**src/design/rv_pkg.sv**
```systemverilog
package rv_pkg;

    localparam int ILEN = 32;  // base encoding width does not follow XLEN

    // major opcodes this core executes
    typedef enum logic [6:0] {
        OP_IMM = 7'b0010011,
        OP     = 7'b0110011,
        BRANCH = 7'b1100011,
        JAL    = 7'b1101111,
        JALR   = 7'b1100111,
        LUI    = 7'b0110111,
        AUIPC  = 7'b0010111
    } opcode_e;

    // funct3 of OP and OP-IMM
    typedef enum logic [2:0] {
        F3_ADD  = 3'b000,  // add/sub, addi
        F3_SLL  = 3'b001,
        F3_SLT  = 3'b010,
        F3_SLTU = 3'b011,
        F3_XOR  = 3'b100,
        F3_SR   = 3'b101,  // srl/sra split by bit 30
        F3_OR   = 3'b110,
        F3_AND  = 3'b111
    } funct3_e;

    // funct3 of BRANCH where 010 and 011 are unused
    typedef enum logic [2:0] {
        F3_BEQ  = 3'b000,
        F3_BNE  = 3'b001,
        F3_BLT  = 3'b100,
        F3_BGE  = 3'b101,
        F3_BLTU = 3'b110,
        F3_BGEU = 3'b111
    } funct3_br_e;

    typedef enum logic [3:0] {
        ALU_ADD,
        ALU_SUB,
        ALU_SLT,
        ALU_SLTU,
        ALU_XOR,
        ALU_OR,
        ALU_AND,
        ALU_SLL,
        ALU_SRL,
        ALU_SRA
    } alu_op_e;

    typedef enum logic [2:0] {
        BR_NONE,
        BR_BEQ,
        BR_BNE,
        BR_BLT,
        BR_BGE,
        BR_BLTU,
        BR_BGEU,
        BR_JUMP  // jal and jalr are always taken
    } br_op_e;

endpackage

```
**src/design/if_id.sv**
```systemverilog
`timescale 1ns/1ps

module if_id import rv_pkg::*; #(
    parameter int XLEN = 64
) (
    input  logic            clk,
    input  logic            rst_n_i,
    input  logic            inst_valid_i,
    input  logic [ILEN-1:0] inst_i,
    input  logic [XLEN-1:0] inst_addr_i,
    input  logic            flush_i,      // redirect from execute
    output logic            valid_o,
    output logic [ILEN-1:0] inst_o,
    output logic [XLEN-1:0] inst_addr_o
);

    always_ff @(posedge clk or negedge rst_n_i) begin
        if (!rst_n_i) begin
            valid_o <= 1'b0;
        end else begin
            valid_o <= inst_valid_i && !flush_i;  // no strobe gives a bubble
        end
    end

    // payload only moves on a strobe
    always_ff @(posedge clk) begin
        if (inst_valid_i) begin
            inst_o      <= inst_i;
            inst_addr_o <= inst_addr_i;
        end
    end

endmodule

```
**config.mk**
```make
export PLATFORM = sky130hd
export DESIGN_NAME = if_id
export DESIGN_NICKNAME = d
export VERILOG_FILES = /design/src/design/rv_pkg.sv /design/src/design/if_id.sv
export SDC_FILE = /design/constraint.sdc
export NUM_CORES = 1
export LEC_CHECK = 0
export BUFFER_PORTS_ARGS = -buffer_cell sky130_fd_sc_hd__buf_4
export CAP_MARGIN = 20
export CORE_ASPECT_RATIO = 1.2
export CORE_UTILIZATION = 38
export CTS_BUF_LIST = sky130_fd_sc_hd__clkbuf_8
export CTS_CLUSTER_SIZE = 40
export DETAILED_ROUTE_END_ITERATION = 16
export PLACE_DENSITY = 0.8
export SYNTH_ARGS = -nofsm -noshare
export SYNTH_HDL_FRONTEND = slang
export SYNTH_SLANG_ARGS = --single-unit
```
**constraint.sdc**
```tcl
create_clock -name clk -period 0.8 [get_ports clk]
set_input_delay 0.2 -clock clk [delete_from_list [all_inputs] [get_ports clk]]
set_output_delay 0.2 -clock clk [all_outputs]
set_load 0.005 [all_outputs]
```
==> run summary <==
Worst hold-check slack: 15.9 ps. The first detailed-routing pass took 4 iterations. After technology mapping, the gate count stands at 98. The source of the critical timing path was inst_o[4].

The synthesized netlist occupies a cell area of 2920 um^2. The combined buffer and inverter count along the critical path is 1. The tools report the combined global-route utilization of all metal layers as 22.0%. The share of total power dissipated in the clock network is 30.0%. The logs give 8040 um^2 for the die outline area and 11100 uW for the total power of the final layout. For the final RePlAce weighted congestion, the log shows 0.782.

Measured along the y axis, the die boundary spans 98.1 um. The total of buffers placed on input and output ports is 196. For this run, the number of Yosys warnings is 0. The worst pin sits at a relative slew slack of 89.1%. The checks that failed: negative setup slack. Share of the clock period used by the worst path: 144%.

Among cell families on the critical path, the largest total delay comes from flip-flops. The worst-case IR drop observed on VDD is 1.51 mV. The number of distinct library cells after synthesis is 3.

STA classifies the critical path startpoint as a flip-flop. The logs give 2148 for the total via count after detailed routing and 5.38 mm for the placed wire-length estimate. Number of endpoints failing setup at the final stage: 97. The I/O pin count came out at 197. The area overhead of the layout relative to synthesis came out at 96.4%.

The number of failing hold endpoints at the final stage was 0; the initial antenna violation count was 1. The net count of the finished layout is 493. The worst-margin pin slew is 164 ps, and the net switching power is 2490 uW.

The maximum fanout count along the critical path came out at 1. The first global-routing pass estimated 12.1 mm of wire. The logs give -354 ps for the post-layout worst setup margin and 8650 uW for the internal power consumption. Total nets after synthesis: 198.

The count of state elements after synthesis works out to 97. For this run, the register share of the synthesized area comes to 99.5%. The count of pins over their slew limit is 0. In this run switching power makes up 22.3% of total power.

The run gives 3 as the H-tree level count. In this run, CTS created clock tree buffers numbering 9. The analysis attributes to cell leakage a power of 0.00243 uW. For the total setup buffers inserted after CTS, the log shows 0.

Traced cell by cell, the critical path runs through buf_4. Dividing the detail-routed wire length by the instance count gives 18.7 um. The longest individual stage delay on the worst path was 430 ps; the clock sink count was 97. The maximum buffer depth of the clock tree was 2. The tools report the critical path capture point type as an output pin. Setup repair after global routing could not meet its margin everywhere. Registers are responsible for 55.6% of the overall power. The floorplan has 34 rows.

The run finished, with violations left. The sum of negative setup slack is -28340 ps. The effective utilization at floorplan came out at 39.7%.

The number of cells on the critical path is 1. The fraction of layout cells with a size suffix above 1 was 55.3%. Before CTS, the worst setup slack after placement is -116 ps.

The category of the most critical setup path is flip-flop to output pin. The average instance in the mapped netlist occupies 29.8 um^2. The worst endpoint required time was 600 ps; the width of the die was 82.0 um.

Combinational group share of total power: 14.4%. Post-layout minimum cycle time: 1150 ps. The critical path ends at inst_o[4]. At the end of the flow the core is filled with cells to 78.0%. TritonCTS built the clock tree. Data arrives at the worst endpoint at 950 ps.

Number of DRC violations after detailed routing: 0. The post-detailed-route via-to-cell ratio was 4.39; the maximum number of pins on one net before global-route repair was 29. Derived from the worst setup path, the maximum achievable clock frequency is 867 MHz. The violation count after the first detailed-routing iteration is 73, and the max-cap check violation count is 0.

The slowest stage of the critical path is the sky130_fd_sc_hd__edfxtp_1 cell. The class of the tightest hold or removal check was input pin to flip-flop. The total area inside the core boundary comes to 7360 um^2.

The via count of the first global-routing pass came out at 2314. The power density over the cells is 1940 nW/um^2. For this block, the routed nets add up to 9.13 mm of wire.

CTS placed an instance of sky130_fd_sc_hd__clkbuf_8 at the clock tree root. Summed over all layers, the global routing overflow is 0. The count of fill cells added during filler insertion is 387, and the clock transition at the registers of the reported paths is 100 ps. The tools report the remaining number of nets flagged by the antenna check after routing as 0.
synth_stat cells:
master                     instances  area, um^2
sky130_fd_sc_hd__edfxtp_1         96        2880
sky130_fd_sc_hd__dfrtp_1           1        25.0
sky130_fd_sc_hd__nor2b_4           1        13.8
logic make-up (layout without fill, tap and decap cells):
| family | after synthesis | in the layout | share of synthesized area (%) |
|---|---|---|---|
| flops | 97 | 97 | 99.5 |
| other cells | 0 | 1 | 0 |
| buf+inv | 0 | 300 | 0 |
| simple gates | 1 | 1 | 0.471 |
what timing repair did:
item / CTS / global route
hold buffers: 66 / 15
endpoints found under the hold margin: 66 / 15
gates resized for setup: 5 / 27
endpoints found under the setup margin: 97 / 97
how the worst min path moves through the flow:
stage | depth (start not counted) | start | to
final | 1 | inst_i[31] | inst_o[31]
after global routing | 1 | inst_i[21] | inst_o[21]
after detailed placement | 1 | rst_n_i | valid_o
after floorplan | 0 | rst_n_i | valid_o
after global placement | 1 | rst_n_i | valid_o
after CTS | 1 | inst_i[16] | inst_o[16]
stage by stage:
step	cell area, um^2	instances
6_report	5740	489
5_1_grt	5740	489
4_1_cts	5480	473
3_5_place_dp	4600	391
3_3_place_gp	4600	391
2_1_floorplan	2920	98
final cells by class:
type | instances | area [um^2] | area share (%)
diodes | 1 | 2.50 | 0.0436
multi-input cells | 1 | 13.8 | 0.240
repair buffers | 284 | 2490 | 43.4
clock buffers | 9 | 124 | 2.16
well taps | 90 | 113 | 1.96
clock inverters | 7 | 85.1 | 1.48
flip-flops and latches | 97 | 2910 | 50.7
metal layers:
| layer | GRT usage, % | part of all wire (%) | vias to the layer above |
|---|---|---|---|
| met5 | 0 | 0 | - |
| li1 | - | - | 988 |
| met1 | 20.5 | 33 | 1007 |
| met3 | 8.60 | 9.0 | 21 |
| met4 | 9.99 | 2.9 | 0 |
| met2 | 40.2 | 55 | 132 |
layout by cell type, fill, tap and decap left out, drive strengths merged:
master,synthesis,final
buf,0,203
edfxtp,96,96
dlygate4sd3,0,81
clkbuf,0,9
inv,0,3
clkinvlp,0,2
diode,0,1
nor2b,1,1
bufinv,0,1
clkinv,0,1
dfrtp,1,1
flip-flops by register name (all words and copies together), names as in the netlist:
name	cells
valid_o	1
inst_addr_o	64
inst_o	32
power by group through the flow:
stage               registers, uW  logic, uW  clock network [uW]
finish                       6190       1600                3340
global placement             6240       1150                   0
CTS                          6150       1460                3340
floorplan                    6300       4.49                   0
global route                 6220       1700                3600
detailed placement           6260       1180                   0
(Power assumes the default switching activity.)
