==> config.mk <==
export PLATFORM = sky130hd
export DESIGN_NAME = id_ex
export DESIGN_NICKNAME = d
export VERILOG_FILES = /design/src/design/rv_pkg.sv /design/src/design/id_ex.sv
export SDC_FILE = /design/constraint.sdc
export NUM_CORES = 1
export LEC_CHECK = 0
export ABC_AREA = 0
export BUFFER_PORTS_ARGS = -buffer_cell sky130_fd_sc_hd__buf_4
export CAP_MARGIN = 20
export CORE_AREA = 4 4 206 208
export CTS_CLUSTER_SIZE = 30
export DETAILED_ROUTE_END_ITERATION = 10
export DIE_AREA = 0 0 210 212
export MAX_ROUTING_LAYER = met4
export PLACE_DENSITY = 0.4
export SYNTH_ARGS = -nofsm -noshare
export SYNTH_HDL_FRONTEND = slang
export SYNTH_SLANG_ARGS = --single-unit
==> constraint.sdc <==
create_clock -name clk -period 1.3 [get_ports clk]
set_clock_uncertainty 0.1 [all_clocks]
set_input_delay 0.325 -clock clk [delete_from_list [all_inputs] [get_ports clk]]
set_output_delay 0.325 -clock clk [all_outputs]
set_load 0.05 [all_outputs]
==> src/design/rv_pkg.sv <==
package rv_pkg;

    localparam int ILEN = 32;  // base encoding width does not follow XLEN

    // major opcodes this core executes
    typedef enum logic [6:0] {
        OP_IMM = 7'b0010011,
        OP     = 7'b0110011,
        BRANCH = 7'b1100011,
        JAL    = 7'b1101111,
        JALR   = 7'b1100111,
        LUI    = 7'b0110111,
        AUIPC  = 7'b0010111
    } opcode_e;

    // funct3 of OP and OP-IMM
    typedef enum logic [2:0] {
        F3_ADD  = 3'b000,  // add/sub, addi
        F3_SLL  = 3'b001,
        F3_SLT  = 3'b010,
        F3_SLTU = 3'b011,
        F3_XOR  = 3'b100,
        F3_SR   = 3'b101,  // srl/sra split by bit 30
        F3_OR   = 3'b110,
        F3_AND  = 3'b111
    } funct3_e;

    // funct3 of BRANCH where 010 and 011 are unused
    typedef enum logic [2:0] {
        F3_BEQ  = 3'b000,
        F3_BNE  = 3'b001,
        F3_BLT  = 3'b100,
        F3_BGE  = 3'b101,
        F3_BLTU = 3'b110,
        F3_BGEU = 3'b111
    } funct3_br_e;

    typedef enum logic [3:0] {
        ALU_ADD,
        ALU_SUB,
        ALU_SLT,
        ALU_SLTU,
        ALU_XOR,
        ALU_OR,
        ALU_AND,
        ALU_SLL,
        ALU_SRL,
        ALU_SRA
    } alu_op_e;

    typedef enum logic [2:0] {
        BR_NONE,
        BR_BEQ,
        BR_BNE,
        BR_BLT,
        BR_BGE,
        BR_BLTU,
        BR_BGEU,
        BR_JUMP  // jal and jalr are always taken
    } br_op_e;

endpackage

==> src/design/id_ex.sv <==
`timescale 1ns/1ps

module id_ex import rv_pkg::*; #(
    parameter int XLEN = 64
) (
    input  logic            clk,
    input  logic            rst_n_i,
    input  logic            flush_i,
    input  logic [XLEN-1:0] op1_i,
    input  logic [XLEN-1:0] op2_i,
    input  logic [XLEN-1:0] base_addr_i,
    input  logic [XLEN-1:0] offset_addr_i,
    input  alu_op_e         alu_op_i,
    input  br_op_e          br_op_i,
    input  logic [4:0]      rd_addr_i,
    input  logic            reg_wen_i,
    output logic [XLEN-1:0] op1_o,
    output logic [XLEN-1:0] op2_o,
    output logic [XLEN-1:0] base_addr_o,
    output logic [XLEN-1:0] offset_addr_o,
    output alu_op_e         alu_op_o,
    output br_op_e          br_op_o,
    output logic [4:0]      rd_addr_o,
    output logic            reg_wen_o
);

    // a flush turns the slot into a bubble
    always_ff @(posedge clk or negedge rst_n_i) begin
        if (!rst_n_i) begin
            reg_wen_o <= 1'b0;
            br_op_o   <= BR_NONE;
        end else if (flush_i) begin
            reg_wen_o <= 1'b0;
            br_op_o   <= BR_NONE;
        end else begin
            reg_wen_o <= reg_wen_i;
            br_op_o   <= br_op_i;
        end
    end

    always_ff @(posedge clk) begin
        op1_o         <= op1_i;
        op2_o         <= op2_i;
        base_addr_o   <= base_addr_i;
        offset_addr_o <= offset_addr_i;
        alu_op_o      <= alu_op_i;
        rd_addr_o     <= rd_addr_i;
    end

endmodule

==> impl_metrics.yaml <==
logic_synthesis:
  synth.avg_cell_area_sq_um: 19.9
  yosysMostFrequentCell: "dfxtp_1"
  synth.top_cell.area_share_pct: 97.7
  synth_area_leaders: "dfxtp_1 98%, dfrtp_1 1.8%, nor2b_1 0.46%"
  synth-edff-count: 0
  synth_common_cells: "265 x dfxtp_1, 4 x dfrtp_1, 4 x nor2b_1"
  synth_cells: 273
  synth-warning-count: 0
  yosysSeqAreaShare_pct: 99.5
  synth_area_sq_um: 5430
  synth.largest_area_cell: "dfxtp_1"
  ys_async_sr_fraction_pct: 1.49
  ys_types: 3
  ys_ff_latch: 269
  synth-main-ff-cell: "dfxtp_1"
  synth.net_count: 545
power:
  pwr-share-seq_pct: 41.5
  leakage_nw: 7.19
  total_power_mw: 21.9
  netSwitchingFraction_pct: 26.7
  pwr_density_cell_nw_per_um2: 1350
  p_int_mw: 16.0
  ir_worst_vdd_mv: 0.965
  p_comb_share_pct: 19.6
  clkPwrFrac_pct: 39.0
  power_switching_mw: 5.84
floorplan:
  start_util_pct: 13.4
  rows: 74
  die-height_um: 212
  die_w_um: 210
  dieArea_sq_um: 44500
  core_sq_um: 40600
  io_pins: 541
sta:
  min_period_ns: 1.52
  setup_viol: 269
  whs_ns: 0.314
  worst_slack_ns: -0.225
  hold_violations: 0
  period_share_pct: 117
  slew_viol_final: 0
  worst_pin_slew_ns: 0.308
  max_freq_mhz: 656
  max-slew-margin-rel_pct: 79.4
  rsz0062_at_grt: "true"
critical_path:
  cp-start-kind: "flip-flop"
  cp_slowest_cell: "dfrtp_1"
  cp_cell_sequence: "buf_6"
  path_delay_family: "flip-flops"
  crit_arrival_ns: 1.10
  worstPathMaxFanout: 1
  crit_cells: 1
  cp_slowest_stage_delay_ns: 0.40
  crit_path_start: "br_op_o[0]$_DFF_PN0_"
  worst-setup-path-type: "reg -> out"
  cp-end-kind: "primary output"
  worst_ep_required_time_ns: 0.88
  crit_end: "br_op_o[0]"
  crit_buf_inv: 1
global_routing:
  grt_max_degree: 15
  grt_antenna_before_repair: 2
  grt_pass1_vias: 6397
  grt.total_usage_pct: 11.3
  grt_remaining_overflow: 0
  grt_pass1_wl_mm: 37.7
routing:
  vias_per_cell: 3.24
  wire_per_inst_um: 15.8
  num_vias: 5419
  drc: 0
  postRouteAntennaNets: 0
  drt_first_pass_iters: 4
  drtIter0Drc: 151
  routed_wirelength_mm: 26.4
clock_tree:
  clock_sinks: 269
  cts_made_buffers: 30
  htree_levels: 1
  cts_setup_buffers: 0
  cts_tree: "done"
  cts_buffer_depth: 3
  clockRootBuffer: "clkbuf_16"
  cts.clk_slew.worst_paths_ns: 0.06
hold_path:
  worstHoldPathType: "in -> reg"
outcome:
  outcome: "complete, but fails checks"
  violations: "negative setup slack"
placed_design:
  place_hpwl_mm: 17.9
  dpl.cell_count: 1345
  gp_congestion: 0.831
  io_buffers: 540
  dp_slack_ns: 0.325
finish:
  drive_gt1_share_pct: 75.4
  finalNetCount: 1389
  utilization_pct: 39.8
  area_growth_pct: 197
  fin_cells: 1673
run:
  max-cap-violations: 0
-- flip-flops by register name, indices dropped and copies added, names as in the netlist --
register	count
alu_op_o	4
br_op_o	3
rd_addr_o	5
base_addr_o	64
op1_o	64
op2_o	64
reg_wen_o	1
offset_addr_o	64
-- final cells by class --
class                   instances  area [sq um]
diodes                          2          5.00
clock buffers                  38           862
clock inverters                16           154
fillers                      3661         24400
multi-input cells               4          27.5
flip-flops and latches        269          5740
well taps                     532           666
repair buffers                812          8700
-- cells in the final DEF (no fill, tap or decap) --
master,Yosys,layout
buf_12,0,1
buf_4,0,271
buf_6,0,28
buf_8,0,240
bufinv_16,0,2
clkbuf_1,0,1
clkbuf_16,0,31
clkbuf_8,0,6
clkinv_2,0,6
clkinv_4,0,2
clkinvlp_4,0,5
dfrtp_1,4,4
dfxtp_2,0,265
diode_2,0,2
dlygate4sd3_1,0,272
inv_6,0,1
nor2b_1,4,3
nor2b_2,0,1
-- routing by layer --
metal | global-route usage (%) | share of wire, % | vias to the layer above
li1 | - | - | 2548
met1 | 11.1 | 32 | 2505
met2 | 21.1 | 56 | 301
met3 | 3.07 | 8.0 | 65
met4 | 4.88 | 3.8 | 0
met5 | - | 0 | -
-- kinds of logic after synthesis --
group,synth area share [%]
flip-flops,99.5
AND/OR/NAND/NOR,0.461
-- power groups by stage --
stage               combinational (mW)  clock (mW)  sequential (mW)
floorplan                      0.00424           0             10.6
global placement                  3.01           0             8.98
detailed placement                3.01           0             8.99
CTS                               4.26        8.83             9.05
global route                      4.42        9.18             9.11
finish                            4.28        8.52             9.07
-- timing repair --
| item | in CTS | in global routing |
|---|---|---|
| hold endpoints to repair | 273 | 1 |
| gates resized for setup | 758 | 19 |
| endpoints found under the setup margin | 269 | 270 |
| hold buffers | 272 | 1 |
-- through the flow --
| stage | cell area (sq um) | setup TNS [ns] |
|---|---|---|
| final | 16100 | -38.75 |
| after floorplan | 5430 | 0 |
| after CTS | 16100 | -49.21 |
| after detailed placement | 10100 | 0 |
| after global routing | 16100 | -50.74 |
| after global placement | 10100 | 0 |
-- worst min path at each step --
stage,endpoint,from,depth (start not counted)
detailed placement,br_op_o[0]$_DFF_PN0_,rst_n_i,1
finish,op1_o[5]$_DFF_P_,op1_i[5],2
global route,op2_o[61]$_DFF_P_,op2_i[61],2
floorplan,br_op_o[0]$_DFF_PN0_,rst_n_i,0
CTS,offset_addr_o[3]$_DFF_P_,offset_addr_i[3],2
global placement,br_op_o[0]$_DFF_PN0_,rst_n_i,1
Power figures use the tool's default switching activity.
