`src/design/regs.sv`:
```
`timescale 1ns/1ps

module regs #(
    parameter int XLEN = 64
) (
    input  logic            clk,
    input  logic            rst_n_i,
    input  logic [4:0]      rs1_addr_i,
    input  logic [4:0]      rs2_addr_i,
    // result of the instruction now in execute
    input  logic            ex_wen_i,
    input  logic [4:0]      ex_rd_i,
    input  logic [XLEN-1:0] ex_data_i,
    // registered writeback that lands in the array at the next edge
    input  logic            wb_wen_i,
    input  logic [4:0]      wb_rd_i,
    input  logic [XLEN-1:0] wb_data_i,
    output logic [XLEN-1:0] rs1_data_o,
    output logic [XLEN-1:0] rs2_data_o
);

    logic [XLEN-1:0] rf [1:31];  // x0 not stored

    always_ff @(posedge clk or negedge rst_n_i) begin
        if (!rst_n_i) begin
            for (int i = 1; i < 32; i++) begin
                rf[i] <= '0;
            end
        end else if (wb_wen_i && wb_rd_i != 5'd0) begin
            rf[wb_rd_i] <= wb_data_i;
        end
    end

    // execute beats writeback, writeback beats the array
    function automatic logic [XLEN-1:0] read_port(input logic [4:0] addr);
        logic [XLEN-1:0] val;
        if (addr == 5'd0) begin
            val = '0;
        end else if (ex_wen_i && ex_rd_i == addr) begin
            val = ex_data_i;
        end else if (wb_wen_i && wb_rd_i == addr) begin
            val = wb_data_i;
        end else begin
            val = rf[addr];
        end
        return val;
    endfunction

    always_comb begin
        rs1_data_o = read_port(rs1_addr_i);
        rs2_data_o = read_port(rs2_addr_i);
    end

endmodule

```
`config.mk`:
```
export PLATFORM = sky130hd
export DESIGN_NAME = regs
export DESIGN_NICKNAME = d
export VERILOG_FILES = /design/src/design/regs.sv
export SDC_FILE = /design/constraint.sdc
export NUM_CORES = 2
export LEC_CHECK = 0
export BUFFER_PORTS_ARGS = -buffer_cell sky130_fd_sc_hd__buf_2
export CAP_MARGIN = 0
export CORE_UTILIZATION = 52
export CTS_CLUSTER_SIZE = 16
export DETAILED_ROUTE_END_ITERATION = 7
export GPL_ROUTABILITY_DRIVEN = 0
export HOLD_SLACK_MARGIN = 0.06
export PLACE_DENSITY = 0.68
export SLEW_MARGIN = 5
export SYNTH_ARGS = -nofsm -noshare
export SYNTH_HDL_FRONTEND = slang
export SYNTH_SLANG_ARGS = --single-unit
```
`constraint.sdc`:
```
create_clock -name clk -period 3.86 [get_ports clk]
set_input_delay 0.193 -clock clk [delete_from_list [all_inputs] [get_ports clk]]
set_output_delay 0.193 -clock clk [all_outputs]
set_load 0.05 [all_outputs]
```
==> flow_results.org <==
** Final layout
- After the last flow step, the layout net total stands at 8591.
- Largest registers :: rf: 1984 flops
- The register with the most flip-flops in the layout has 1984 of them.
- Register bank with the most flops :: rf
- Fill cell total of the finished layout :: approximately 17000
- The finished layout holds roughly 11000 standard cells, fillers aside.
- Ratio of cells with drive above 1 in the final layout :: 0.397
- Final Util :: 0.592
- From synthesis to final layout, the design area changed by 13.0%.

** Critical path
- The cell family contributing the most delay on the critical path is compound AO/OA/AOI/OAI gates.
- Counting both buffers and inverters, the worst setup path holds a total of 2.
- Delay of the slowest cell on the worst path :: 1020 ps
- Required time at the worst-slack endpoint :: 3670 ps
- Walking the worst path, the cells encountered are mux4_2 > nor2b_1 > nor3_1 > a311oi_1 > buf_4 > o41ai_1 > buf_2.
- Cell at the slowest stage of the critical path :: o41ai_1
- Along the worst path, the maximum fanout reaches 3.
- The worst setup path is launched from a flip-flop.
- CP endpoint kind :: output port
- Data arrival time of the critical path :: 3510 ps
- Kind of critical path :: reg -> out

** Synthesis
- After technology mapping, the gate count stands at 8470.
- Sequential-to-total area share from yosys stat :: 0.452
- Ys async rst share :: 1.00
- Synthesis Warnings :: 0
- The mapped netlist covers around 110000 µm².
- Number of synthesized flops with an enable pin :: 0
- In this run, distinct cell masters in the synthesized netlist total 38.
- Post-synthesis area per instance :: roughly 13 µm²
- Syn nets :: 8622
- After synthesis the netlist holds a flip-flop and latch count of 1984.
- Primary FF master, synth :: dfrtp_1

** Clock network
- The tree is rooted in a clkbuf_16.
- Total clock buffers created by CTS :: 212
- Buffers added to address setup during post-CTS repair amount to 0.
- After clock tree synthesis, the clock-pin slew on the worst setup and hold paths is 60 ps.
- TritonCTS built the clock tree.
- The clock passes through at most 3 buffers.
- In this run, post-CTS hold repair placed 66 buffers.
- Sink Count :: a little under 2000
- Post-cts sizing count :: 0
- Level count of the clock H-tree :: 4
- Clock network latency to the later pin of the worst-skew pair :: between 800 and 900 ps

** Routing
- Via density per instance :: approximately 7
- The pre-antenna-repair detailed-routing pass consisted of 6 iterations.
- Average detailed-routed wire length per instance :: 31.6 µm
- Via count of the routed design :: 79400
- Post-Route WL :: 361000 µm
- Remaining antenna violation count after routing :: 0
- After detailed routing, the number of remaining DRC violations is 0.
- For this block, the initial DRC count from the detailed router was 8553.

** Place
- Once placement completed, the tool counted placed cells totaling approximately 11000.
- Detailed placement finished with a half-perimeter wire length of 208000 µm.
- Timing analysis after detailed placement gives a worst setup slack of 424 ps.
- Port Buffers :: 279

** Global route
- Final global-route overflow total :: 0
- The number of global-route vias before repair is between 80000 and 90000.
- First-pass GRT wire length :: roughly 540000 µm
- Global-route usage over all layers :: 0.337
- Entering global routing, the biggest net connects 143 pins.
- The initial antenna violation count was 15.

** Pwr
- Maximum vdd ir drop :: around 0.00049 V
- For this design the ratio of total power to cell area is 514 nW/µm².
- After layout, the design draws a total of 0.0638 W.
- Leakage :: 55.5 nW

** Die
- The region available for standard cell placement spans 210000 µm².
- The die is 462 µm wide.
- The initialized floorplan defines 168 standard-cell rows.
- Die Y-Extent :: 462 µm
- The floorplan step defined a die boundary enclosing 213000 µm².
- 280 I/O pins were placed.
- Starting density of the core :: 0.524

** Timing
- Measured against its own limit, the worst slew margin works out to 0.174.
- At the pin with the least slew margin, the transition time is between 1000 and 1500 ps.
- The count of final hold-check violations came to 0.
- Setup repair after global routing missed its margin :: no
- Number of endpoints failing setup at the final stage :: 0
- The count of final max-slew check failures came to 0.
- Setup skew after layout :: 0 ps
- Tmin final :: roughly 3700 ps
- In the finished design, the share of the clock period the worst path needs comes to 0.960.
- F_max :: 270 MHz
- Adding up every negative setup slack in the final design gives 0 ps.
- Worst setup margin :: between 150 and 200 ps

** Min path
- The tightest min-delay check is of the in -> async type.

** Run
- Across the run, the number of max-cap violations was 0.

** Outcome
- The run finished with clean final reports.
==> Yosys cell counts, types with 4 or more instances <==
| cell | instances | area (µm²) |
|---|---|---|
| mux2i_1 | 1283 | 12800 |
| o41ai_1 | 63 | 552 |
| nor3b_1 | 4 | 30.0 |
| a311oi_1 | 128 | 1120 |
| mux2_2 | 2060 | 23200 |
| nor2b_1 | 131 | 820 |
| buf_6 | 44 | 495 |
| buf_4 | 118 | 886 |
| o41ai_2 | 63 | 1020 |
| nand3b_1 | 4 | 30.0 |
| mux2_1 | 51 | 574 |
| o31ai_1 | 4 | 30.0 |
| mux4_2 | 256 | 5770 |
| nand2_1 | 21 | 78.8 |
| buf_1 | 36 | 135 |
| clkbuf_1 | 547 | 2050 |
| o22ai_1 | 512 | 3200 |
| nor2_2 | 10 | 62.6 |
| nand2b_1 | 136 | 851 |
| xor2_1 | 16 | 140 |
| xnor2_1 | 4 | 35.0 |
| nor3_1 | 380 | 1900 |
| a22oi_1 | 128 | 961 |
| buf_2 | 196 | 981 |
| a221oi_1 | 127 | 1110 |
| nor2_1 | 10 | 37.5 |
| a32oi_1 | 128 | 1120 |
| nor4_1 | 6 | 37.5 |
| dfrtp_1 | 1984 | 49600 |
==> where the power goes <==
group          total [W]  internal [W]  switching [W]
clock network     0.0217        0.0129        0.00883
logic             0.0142       0.00749        0.00669
registers         0.0279        0.0249        0.00306
==> cell type report <==
type                    count  area, µm²  area share
multi-input cells        5543      56000       0.452
flip-flops and latches   1984      49600       0.400
repair buffers            698       7420      0.0598
clock buffers             323       6490      0.0523
well taps                2805       3510      0.0283
clock inverters            75        977     0.00787
diodes                      8       20.0    0.000161
==> worst paths after layout <==
check / startpoint / to / slack (ps) / cells past startpoint
max in group asynchronous: rst_n_i / rf[216] / 2420 / 3
worst max-delay path: rf[1587] / rs1_data_o[51] / 160 / 7
worst min-delay path: rst_n_i / rf[1695] / 150 / 3
min in group clk: wb_rd_i[3] / rf[1847] / 250 / 4
worst min register to register: rf[1219] / rf[1219] / 520 / 1
worst max register to register: rf[1222] / rf[1222] / 3040 / 1
==> placed cells by master (no fill, tap or decap), types with 8 or more instances in the layout <==
master and n:
clkbuf_16 219, diode_2 8, clkbuf_1 42, a221oi_1 127, clkbuf_8 63, o22ai_1 512
dfrtp_1 1984, a32oi_1 128, mux4_2 256, nor3_1 380, buf_2 195, mux2i_1 1283
nand2_4 19, nand2b_1 128, a22oi_1 128, a311oi_1 128, clkinv_2 41, buf_12 196
nor2_4 18, xor2_1 16, nor2b_1 127, dlygate4sd3_1 66, mux2_2 2060, o41ai_2 64
mux2_1 51, nand2b_4 8, bufinv_16 20, o41ai_1 62, buf_4 233
==> kinds of logic (layout without fill, tap and decap cells) <==
| group | after synthesis | count (layout) | synth area share |
|---|---|---|---|
| xor gates and xnor gates | 20 | 20 | 0.00159 |
| buffers and inverters | 943 | 1096 | 0.0417 |
| muxes | 3650 | 3650 | 0.386 |
| other | 0 | 8 | 0 |
| and+or+nand+nor | 718 | 718 | 0.0360 |
| DFF | 1984 | 1984 | 0.452 |
| AOI/OAI and AO/OA | 1155 | 1155 | 0.0831 |
==> metrics by stage <==
| stage | hold slack (ps) | instance area [µm²] |
|---|---|---|
| 2_1_floorplan | -103 | 110000 |
| 3_3_place_gp | 131 | 116000 |
| 3_5_place_dp | 126 | 116000 |
| 4_1_cts | 99.1 | 124000 |
| 5_1_grt | 146 | 124000 |
| 6_report | 146 | 124000 |
==> layer usage <==
layer,routed length [µm],GRT usage,vias to the layer above,part of all wire
met5,16,0,-,0.000044
met4,19000,0.171,2,0.053
met3,31000,0.0665,1018,0.086
met2,167000,0.526,3957,0.46
met1,145000,0.447,41900,0.40
li1,-,-,32600,-
Power figures use the tool's default switching activity.
