## src/design/rv_pkg.sv

```systemverilog
package rv_pkg;

    localparam int ILEN = 32;  // base encoding width does not follow XLEN

    // major opcodes this core executes
    typedef enum logic [6:0] {
        OP_IMM = 7'b0010011,
        OP     = 7'b0110011,
        BRANCH = 7'b1100011,
        JAL    = 7'b1101111,
        JALR   = 7'b1100111,
        LUI    = 7'b0110111,
        AUIPC  = 7'b0010111
    } opcode_e;

    // funct3 of OP and OP-IMM
    typedef enum logic [2:0] {
        F3_ADD  = 3'b000,  // add/sub, addi
        F3_SLL  = 3'b001,
        F3_SLT  = 3'b010,
        F3_SLTU = 3'b011,
        F3_XOR  = 3'b100,
        F3_SR   = 3'b101,  // srl/sra split by bit 30
        F3_OR   = 3'b110,
        F3_AND  = 3'b111
    } funct3_e;

    // funct3 of BRANCH where 010 and 011 are unused
    typedef enum logic [2:0] {
        F3_BEQ  = 3'b000,
        F3_BNE  = 3'b001,
        F3_BLT  = 3'b100,
        F3_BGE  = 3'b101,
        F3_BLTU = 3'b110,
        F3_BGEU = 3'b111
    } funct3_br_e;

    typedef enum logic [3:0] {
        ALU_ADD,
        ALU_SUB,
        ALU_SLT,
        ALU_SLTU,
        ALU_XOR,
        ALU_OR,
        ALU_AND,
        ALU_SLL,
        ALU_SRL,
        ALU_SRA
    } alu_op_e;

    typedef enum logic [2:0] {
        BR_NONE,
        BR_BEQ,
        BR_BNE,
        BR_BLT,
        BR_BGE,
        BR_BLTU,
        BR_BGEU,
        BR_JUMP  // jal and jalr are always taken
    } br_op_e;

endpackage

```

## src/design/id.sv

```systemverilog
`timescale 1ns/1ps

module id import rv_pkg::*; #(
    parameter int XLEN = 64
) (
    // from if_id
    input  logic            valid_i,
    input  logic [ILEN-1:0] inst_i,
    input  logic [XLEN-1:0] inst_addr_i,
    // from regs
    input  logic [XLEN-1:0] rs1_data_i,
    input  logic [XLEN-1:0] rs2_data_i,
    // to regs
    output logic [4:0]      rs1_addr_o,
    output logic [4:0]      rs2_addr_o,
    // to id_ex
    output logic [XLEN-1:0] op1_o,
    output logic [XLEN-1:0] op2_o,
    output logic [XLEN-1:0] base_addr_o,
    output logic [XLEN-1:0] offset_addr_o,
    output alu_op_e         alu_op_o,
    output br_op_e          br_op_o,
    output logic [4:0]      rd_addr_o,
    output logic            reg_wen_o
);

    localparam int SHW = $clog2(XLEN);  // 6 on rv64, 5 on rv32

    opcode_e         opcode;
    funct3_e         funct3;
    funct3_br_e      funct3_br;
    logic [4:0]      rd;
    logic [4:0]      rs1;
    logic [4:0]      rs2;
    logic [6:0]      funct7;
    logic [XLEN-1:0] imm_i;
    logic [XLEN-1:0] imm_u;
    logic [XLEN-1:0] imm_b;
    logic [XLEN-1:0] imm_j;
    logic [XLEN-1:0] shamt_imm;
    logic [XLEN-1:0] shamt_reg;
    logic            wen;
    br_op_e          br;

    assign opcode    = opcode_e'(inst_i[6:0]);
    assign rd        = inst_i[11:7];
    assign funct3    = funct3_e'(inst_i[14:12]);
    assign funct3_br = funct3_br_e'(inst_i[14:12]);
    assign rs1       = inst_i[19:15];
    assign rs2       = inst_i[24:20];
    assign funct7    = inst_i[31:25];

    // every immediate sign extends from inst[31]
    assign imm_i = XLEN'($signed(inst_i[31:20]));
    assign imm_u = XLEN'($signed({inst_i[31:12], 12'b0}));
    assign imm_b = XLEN'($signed({inst_i[31], inst_i[7], inst_i[30:25], inst_i[11:8], 1'b0}));
    assign imm_j = XLEN'($signed({inst_i[31], inst_i[19:12], inst_i[20], inst_i[30:21], 1'b0}));

    assign shamt_imm = XLEN'(inst_i[20 +: SHW]);
    assign shamt_reg = XLEN'(rs2_data_i[SHW-1:0]);  // rs2 mod XLEN

    always_comb begin
        rs1_addr_o    = 5'd0;
        rs2_addr_o    = 5'd0;
        op1_o         = '0;
        op2_o         = '0;
        base_addr_o   = '0;
        offset_addr_o = '0;
        alu_op_o      = ALU_ADD;
        wen           = 1'b0;
        br            = BR_NONE;
        case (opcode)
            OP_IMM: begin
                rs1_addr_o = rs1;
                op1_o      = rs1_data_i;
                op2_o      = imm_i;
                wen        = 1'b1;
                case (funct3)
                    F3_ADD:  alu_op_o = ALU_ADD;
                    F3_SLT:  alu_op_o = ALU_SLT;
                    F3_SLTU: alu_op_o = ALU_SLTU;
                    F3_XOR:  alu_op_o = ALU_XOR;
                    F3_OR:   alu_op_o = ALU_OR;
                    F3_AND:  alu_op_o = ALU_AND;
                    F3_SLL: begin
                        op2_o    = shamt_imm;
                        alu_op_o = ALU_SLL;
                        wen      = inst_i[31:20+SHW] == '0;  // upper bits must be zero
                    end
                    F3_SR: begin
                        op2_o    = shamt_imm;
                        alu_op_o = inst_i[30] ? ALU_SRA : ALU_SRL;
                        wen      = {inst_i[31], inst_i[29:20+SHW]} == '0;
                    end
                endcase
            end
            OP: begin
                rs1_addr_o = rs1;
                rs2_addr_o = rs2;
                op1_o      = rs1_data_i;
                op2_o      = rs2_data_i;
                // funct7 is zero, or 0100000 for sub and sra only
                wen        = funct7 == 7'b0 ||
                             (funct7 == 7'b0100000 && (funct3 == F3_ADD || funct3 == F3_SR));
                case (funct3)
                    F3_ADD:  alu_op_o = funct7[5] ? ALU_SUB : ALU_ADD;
                    F3_SLT:  alu_op_o = ALU_SLT;
                    F3_SLTU: alu_op_o = ALU_SLTU;
                    F3_XOR:  alu_op_o = ALU_XOR;
                    F3_OR:   alu_op_o = ALU_OR;
                    F3_AND:  alu_op_o = ALU_AND;
                    F3_SLL: begin
                        op2_o    = shamt_reg;
                        alu_op_o = ALU_SLL;
                    end
                    F3_SR: begin
                        op2_o    = shamt_reg;
                        alu_op_o = funct7[5] ? ALU_SRA : ALU_SRL;
                    end
                endcase
            end
            BRANCH: begin
                rs1_addr_o    = rs1;
                rs2_addr_o    = rs2;
                op1_o         = rs1_data_i;  // compared in ex
                op2_o         = rs2_data_i;
                base_addr_o   = inst_addr_i;
                offset_addr_o = imm_b;
                case (funct3_br)
                    F3_BEQ:  br = BR_BEQ;
                    F3_BNE:  br = BR_BNE;
                    F3_BLT:  br = BR_BLT;
                    F3_BGE:  br = BR_BGE;
                    F3_BLTU: br = BR_BLTU;
                    F3_BGEU: br = BR_BGEU;
                    default: br = BR_NONE;
                endcase
            end
            // link address pc + 4 goes through the alu
            JAL: begin
                op1_o         = inst_addr_i;
                op2_o         = XLEN'(4);
                base_addr_o   = inst_addr_i;
                offset_addr_o = imm_j;
                wen           = 1'b1;
                br            = BR_JUMP;
            end
            JALR: begin
                rs1_addr_o    = rs1;
                op1_o         = inst_addr_i;
                op2_o         = XLEN'(4);
                base_addr_o   = rs1_data_i;
                offset_addr_o = imm_i;
                wen           = 1'b1;
                br            = BR_JUMP;
            end
            LUI: begin
                op2_o = imm_u;  // 0 + imm
                wen   = 1'b1;
            end
            AUIPC: begin
                op1_o = inst_addr_i;
                op2_o = imm_u;
                wen   = 1'b1;
            end
            default: ;
        endcase
    end

    // bubbles never write or branch, x0 is never written
    assign rd_addr_o = rd;
    assign reg_wen_o = valid_i && wen && rd != 5'd0;
    assign br_op_o   = valid_i ? br : BR_NONE;

endmodule

```

## config.mk

```make
export PLATFORM = sky130hd
export DESIGN_NAME = id
export DESIGN_NICKNAME = d
export VERILOG_FILES = /design/src/design/rv_pkg.sv /design/src/design/id.sv
export SDC_FILE = /design/constraint.sdc
export NUM_CORES = 1
export LEC_CHECK = 0
export BUFFER_PORTS_ARGS = -buffer_cell sky130_fd_sc_hd__buf_4
export CAP_MARGIN = 5
export CELL_PAD_IN_SITES_DETAIL_PLACEMENT = 0
export CELL_PAD_IN_SITES_GLOBAL_PLACEMENT = 2
export CORE_AREA = 2 2 195 197
export DETAILED_ROUTE_END_ITERATION = 10
export DIE_AREA = 0 0 197 199
export PLACE_DENSITY_LB_ADDON = 0.1
export SLEW_MARGIN = 20
export SYNTH_ARGS = -nofsm -noshare
export SYNTH_HDL_FRONTEND = slang
export SYNTH_SLANG_ARGS = --single-unit
```

## constraint.sdc

```tcl
create_clock -name vclk -period 6.1
set_clock_uncertainty 0.05 [all_clocks]
set_input_delay 0.305 -clock vclk [all_inputs]
set_output_delay 0.305 -clock vclk [all_outputs]
set_load 0.02 [all_outputs]
```

==> results.toml, run 1 <==
[die]
start_util_pct = 8.49
fp.coreArea_um2 = 37100
die_x_um = 197
io_pins = 504
die_y_um = 199
rows = 71
dieArea_um2 = 39200

[power_and_ir_drop]
swShare_pct = 45.4
seqPwrFrac_pct = 0
ir_worst_vdd_mv = 0.0109
p_switching_mw = 0.119
p_int_mw = 0.142
clockPowerShare_pct = 0
p_leak_nw = 3.92
combinationalPowerShare_pct = 100.0
power_density_nw_per_um2 = 37.7

[hold_path]
hp-class = "in -> out"

[worst_setup_path]
critPathSlowestCell = "or2_2"
start_kind = "input pin"
cp.required_ps = 5740
cp.arrival_ps = 3010
critPathMaxStageDelay_ps = 630
cp_common_cell = "buf_4"
crit_path_end_kind = "output pin"
path_cells = "buf_4 > nand3b_4 > nor3_4 > or2_2 > buf_4 > a22o_1 > buf_4"
cp_max_fo = 47
worstSetupPathType = "in -> out"

[clocking]
post_cts_buffers = 0
cts_resized = 0
ctsHoldBuffers = 0

[grt]
first_global_vias = 5012
gr-usage-all-layers_pct = 12.0
grt_first_pass_wirelength_mm = 35.0
grt_antenna_before_repair = 0
grt_overflow_total = 0
grt_max_degree = 66

[cells_and_area]
drive_above_1_share_pct = 72.8
fin_nets = 1032
nFlopsAndLatches = 0
finalInstanceArea_um2 = 6920
area_growth_pct = 120
diodes = 0
seqCellArea_um2 = 0
nClkBuffers = 0

[drt]
wirelength_mm = 26.4
wire_per_inst_um = 20.7
drc = 0
drtPass1Iterations = 4
first_iter_violations = 135
viasPerCell = 4.01
vias = 5132
ant_nets = 0

[synthesis]
synth_nets = 612
yosysMostFrequentCell = "a22o_1"
ys_seq_area_share_pct = 0
syn_inst = 387
synth_area_leaders = "a22o_1, a22o_2, buf_4"
ys.warnings.count = 0
yosysTopAreaCell = "a22o_1"
synth_area_per_cell_um2 = 8.14
yosysTopAreaCellShare_pct = 23.9
ys_types = 43
synth_common_cells = "a22o_1, a22o_2, buf_4"
syn_area_um2 = 3150

[placed_design]
io_buffers = 504
gp_congestion = 0.709
placed_area_um2 = 6920
dp_hpwl_mm = 21.8

[sta]
slew-limit-headroom_pct = 25.0
period_share_pct = 55.1
worstMarginPinSlew_ps = 1120
fmax_mhz = 298
hold_viol_final = 0
grt_setup_unrepaired = "no"
fin_crit_ps = 3360
finalSetupViolations = 0
tns_ps = 0
report.final.slew_viol_count = 0

[outcome]
status = "finished, final reports clean"

[flow_run]
drv_cap = 0
-- worst max-delay path, delay by kind of cell --
family          cells  cell delay, ps
simple gates        3            1350
buf+inv             3             910
compound gates      1             380
-- layout by cell type (no fill, tap or decap), types with 2 or more instances in the layout --
cell type,netlist,final
nand2_1,5,5
a21oi_1,7,6
a22o_2,56,56
nand2b_1,2,2
nor2_1,6,5
o21a_1,10,10
a221o_1,20,20
nor4_1,3,2
a22o_1,86,86
nor3_1,4,3
a21oi_4,1,2
a21o_1,43,43
o21ai_0,4,4
or2_2,1,2
nor2b_1,4,4
inv_1,6,6
buf_4,52,513
and2_1,12,12
or4_1,2,2
-- power by group through the flow --
stage          Combinational (mW)  Sequential [mW]  Clock (mW)
2_1_floorplan              0.0849                0           0
3_3_place_gp                0.268                0           0
3_5_place_dp                0.264                0           0
4_1_cts                     0.265                0           0
5_1_grt                     0.279                0           0
6_report                    0.261                0           0
-- routing by layer --
metal | track usage (%) | part of all wire (%) | vias to the layer above
li1 | - | - | 2353
met1 | 11.7 | 34 | 2456
met2 | 25.1 | 56 | 307
met3 | 3.10 | 8.9 | 16
met4 | 2.01 | 1.8 | 0
met5 | 0 | 0 | -
-- area by class of cell --
class | instances | area, um2
timing repair buffer | 513 | 3850
inverter | 6 | 22.5
multi-input combinational | 286 | 2450
tap | 474 | 593
fill | 4253 | 30200
-- metrics by stage --
stage | worst slack (ps) | total power [mW] | std cells | hold WS [ps] | util (%)
after floorplan | 3190 | 0.0849 | 387 | 673 | -
after global placement | 2690 | 0.268 | 1279 | 786 | 18.6
after detailed placement | 2670 | 0.264 | 1279 | 784 | 18.6
after CTS | 2660 | 0.265 | 1279 | 784 | 18.6
after global routing | 2580 | 0.279 | 1279 | 792 | 18.6
final | 2740 | 0.261 | 1279 | 785 | 18.6
-- logic make-up after synthesis --
| group | Yosys count | synth area share (%) |
|---|---|---|
| AOI/OAI and AO/OA | 233 | 64.6 |
| xor gates and xnor gates | 1 | 0.278 |
| buffers and inverters | 101 | 23.1 |
| and+or+nand+nor | 52 | 12.0 |
-- worst paths after layout --
check                      from  slack (ps)              end  cells after the start
worst max-delay path  inst_i[4]        2740  base_addr_o[15]                      7
worst min-delay path  inst_i[9]         790     rd_addr_o[2]                      2
Note: power is estimated with default switching activity, not from simulation.
==> run 2: changes to the inputs <==
- CORE_AREA: 2 2 195 197 -> 2 2 197 199
- DIE_AREA: 0 0 197 199 -> 0 0 199 201
- clock period: 6.1 -> 3.5 ns (I/O delays scaled with it)
==> run 2 against run 1 <==
Power grew 79%; global-route usage grew 1.6 points; utilization grew 0.085 points; clock-buffer cell count is the same; largest power group unchanged; critical path type unchanged; worst hold slack lost 260 ps.
==> results.toml, run 2 (synthesis gave the netlist of run 1 again) <==
[outcome]
status = "finished, final reports clean"

[sta]
worst_hold_slack_ps = 522
tns_ps = 0
report.final.slew_viol_count = 0
period_share_pct = 72.2
finalSetupViolations = 0
slew-limit-headroom_pct = 38.6
grt_setup_unrepaired = "no"
hold_viol_final = 0
worst_slack_ps = 974
worstMarginPinSlew_ps = 920
fin_crit_ps = 2530
fmax_mhz = 396

[cells_and_area]
fin_nets = 1044
finalInstanceArea_um2 = 7130
drive_above_1_share_pct = 73.2
multiInputGateArea_um2 = 2460
fill_cells = 4396
utilization_pct = 18.7
area_growth_pct = 126
fin_cells = 1338
layout_commonest_cell = "buf_4"
nClkBuffers = 0
seqCellArea_um2 = 0
final_cell_mix = "buf_4, a22o_1, a22o_2"
nFlopsAndLatches = 0

[drt]
drtPass1Iterations = 4
drc = 0
ant_nets = 0
vias = 5131
wirelength_mm = 29.7
first_iter_violations = 116
wire_per_inst_um = 22.2
viasPerCell = 3.83

[placed_design]
dp_hpwl_mm = 24.6
io_buffers = 504
placed_area_um2 = 7130
gp_congestion = 0.726
pre_cts_slack_ps = 900
dpl.cell_count = 1335

[die]
rows = 72
io_pins = 504
dieArea_um2 = 40000
die_x_um = 199
die_y_um = 201
fp.coreArea_um2 = 38100
start_util_pct = 8.27

[grt]
gr-usage-all-layers_pct = 13.6
first_global_vias = 5366
grt_antenna_before_repair = 3
grt_max_degree = 69
grt_first_pass_wirelength_mm = 40.0
grt_overflow_total = 0

[power_and_ir_drop]
combinationalPowerShare_pct = 100.0
power_density_nw_per_um2 = 65.4
clockPowerShare_pct = 0
report.power.total_mw = 0.466
p_leak_nw = 4.00
ir_worst_vdd_mv = 0.0262
p_switching_mw = 0.215
p_int_mw = 0.252
swShare_pct = 46.0
seqPwrFrac_pct = 0

[hold_path]
hp-class = "in -> out"

[worst_setup_path]
cp_max_fo = 20
cp.arrival_ps = 2300
worstSetupPathType = "in -> out"
cp.required_ps = 3270
start_kind = "input pin"
crit_path_end_kind = "output pin"

[clocking]
post_cts_buffers = 0
ctsHoldBuffers = 0
cts_resized = 0

[flow_run]
drv_cap = 0
==> run 2: changes by cell type in the layout (fill, tap and decap cells not counted) <==
cell / before / now
buf_12: 0 / 4
nor4_4: 1 / 2
buf_4: 513 / 521
diode_2: 0 / 3
or2_2: 2 / 1
or2_4: 0 / 1
nor4_2: 1 / 0
==> run 2: power groups by stage <==
stage / combinational [mW] / sequential [mW] / clock (mW)
6_report: 0.466 / 0 / 0.000000115
5_1_grt: 0.501 / 0 / 0.000000115
4_1_cts: 0.476 / 0 / 0
3_5_place_dp: 0.475 / 0 / 0
3_3_place_gp: 0.478 / 0 / 0
2_1_floorplan: 0.148 / 0 / 0
==> run 2: cell type report <==
| type | instances | share of cell area, % |
|---|---|---|
| multi-input combinational | 286 | 34.5 |
| antenna | 3 | 0.105 |
| timing repair buffer | 525 | 55.9 |
| tap | 518 | 9.08 |
| inverter | 6 | 0.316 |
==> run 2: final timing paths <==
path	start	to	slack, ps	depth (start not counted)
setup / recovery	inst_i[2]	op2_o[11]	970	8
hold / removal	inst_i[8]	rd_addr_o[1]	520	2
==> run 2: critical path: stages <==
cell and delay [ps]:
buf_4 130, nand4bb_4 310, nor4_4 290, buf_4 200, and2_1 740, buf_4 230
a21o_1 80, buf_4 130
==> run 2: metal layers <==
metal / share of wire (%) / vias up / global-route usage [%]
met2: 53 / 311 / 26.6
met4: 0.64 / 0 / 1.01
met1: 34 / 2437 / 13.5
met3: 12 / 4 / 5.96
li1: - / 2379 / -
met5: 0 / - / 0
==> run 3: changes to the inputs <==
- clock period: 3.5 -> 2.35 ns (I/O delays scaled with it)
==> run 3 against run 2 <==
Clock-buffer cell count did not move; sequential share of layout area is the same; worst hold slack worse by 120 ps; die area unchanged; utilization rose by 0.28 points; global-route usage shrank 1.0 points; routed wire length fell by 5.9%; final area is 1.5% higher; setup slack worse by 510 ps; cell count is 0.30% higher; largest power group unchanged; highest routed layer unchanged.
==> results.toml, run 3 (synthesis gave the netlist of run 1 again) <==
[outcome]
status = "finished, final reports clean"

[cells_and_area]
fill_cells = 4374
area_growth_pct = 130
seqCellArea_um2 = 0
drive_above_1_share_pct = 73.5
multiInputGateArea_um2 = 2450
fin_nets = 1050
final_cell_mix = "buf_4, a22o_1, a22o_2"
layout_commonest_cell = "buf_4"
nClkBuffers = 0
nFlopsAndLatches = 0

[drt]
wirelength_mm = 28.0
wire_per_inst_um = 20.8
ant_nets = 0
vias = 5110
drtPass1Iterations = 4
drc = 0
viasPerCell = 3.81
first_iter_violations = 135

[power_and_ir_drop]
p_leak_nw = 4.05
report.power.total_mw = 0.687
ir_worst_vdd_mv = 0.0437
power_density_nw_per_um2 = 94.9

[sta]
hold_viol_final = 0
slew-limit-headroom_pct = 67.3
fmax_mhz = 531
period_share_pct = 80.1
finalSetupViolations = 0
report.final.slew_viol_count = 0
tns_ps = 0
fin_crit_ps = 1880
grt_setup_unrepaired = "no"
worstMarginPinSlew_ps = 486

[worst_setup_path]
start_kind = "input pin"
worstSetupPathType = "in -> out"
critPathMaxStageDelay_ps = 260
cp_max_fo = 44
cp.arrival_ps = 1710
cp.required_ps = 2180
crit_path_end_kind = "output pin"
cp_top_family = "buffers and inverters"
critPathSlowestCell = "nand3b_4"
crit_buf_inv = 4
path_cells = "buf_4 > nand3b_4 > nor3_4 > or2_2 > buf_12 > o21a_2 > buf_12 > buf_4"

[placed_design]
io_buffers = 504
gp_congestion = 0.712
dp_hpwl_mm = 23.2

[grt]
gr-usage-all-layers_pct = 12.6
grt_first_pass_wirelength_mm = 37.6
first_global_vias = 5339
grt_overflow_total = 0
grt_max_degree = 59
grt_antenna_before_repair = 1

[die]
rows = 72
die_y_um = 201
die_x_um = 199
io_pins = 504
start_util_pct = 8.27
fp.coreArea_um2 = 38100
dieArea_um2 = 40000

[clocking]
post_cts_buffers = 0
cts_resized = 0
ctsHoldBuffers = 0

[hold_path]
hp-class = "in -> out"

[flow_run]
drv_cap = 0
run 3: layout make-up:
class / instances / area share, %
Multi-Input combinational cell: 286 / 33.9
Inverter: 6 / 0.311
Tap cell: 518 / 8.95
Antenna cell: 1 / 0.0346
Timing Repair Buffer: 531 / 56.8
run 3: path summary, 6_finish.rpt:
path        from                 to  slack, ps  cells past startpoint
max    inst_i[4]  offset_addr_o[52]        470                      8
min   inst_i[11]       rd_addr_o[4]        410                      2
run 3: power by group:
group	leakage (nW)	internal (mW)	switching [mW]
sequential	0	0	0
combinational	4.05	0.379	0.308
clock	0.00000634	0.0000000579	0
run 3: stage by stage:
stage / utilization, % / std cells / cell area (um2) / worst slack [ps] / hold slack (ps)
detailed placement: 19.0 / 1341 / 7240 / 428 / 410
floorplan: - / 387 / 3150 / 203 / 298
global route: 19.0 / 1342 / 7240 / 374 / 414
CTS: 19.0 / 1341 / 7240 / 422 / 410
global placement: 19.0 / 1341 / 7240 / 411 / 416
finish: 19.0 / 1342 / 7240 / 468 / 407
run 3: layer usage:
metal / global-route usage (%) / routed length [um] / part of all wire [%]
met5: 0 / 0 / 0
met3: 4.91 / 3250 / 12
met4: 0.986 / 137 / 0.49
met2: 24.7 / 14700 / 53
met1: 12.9 / 9890 / 35
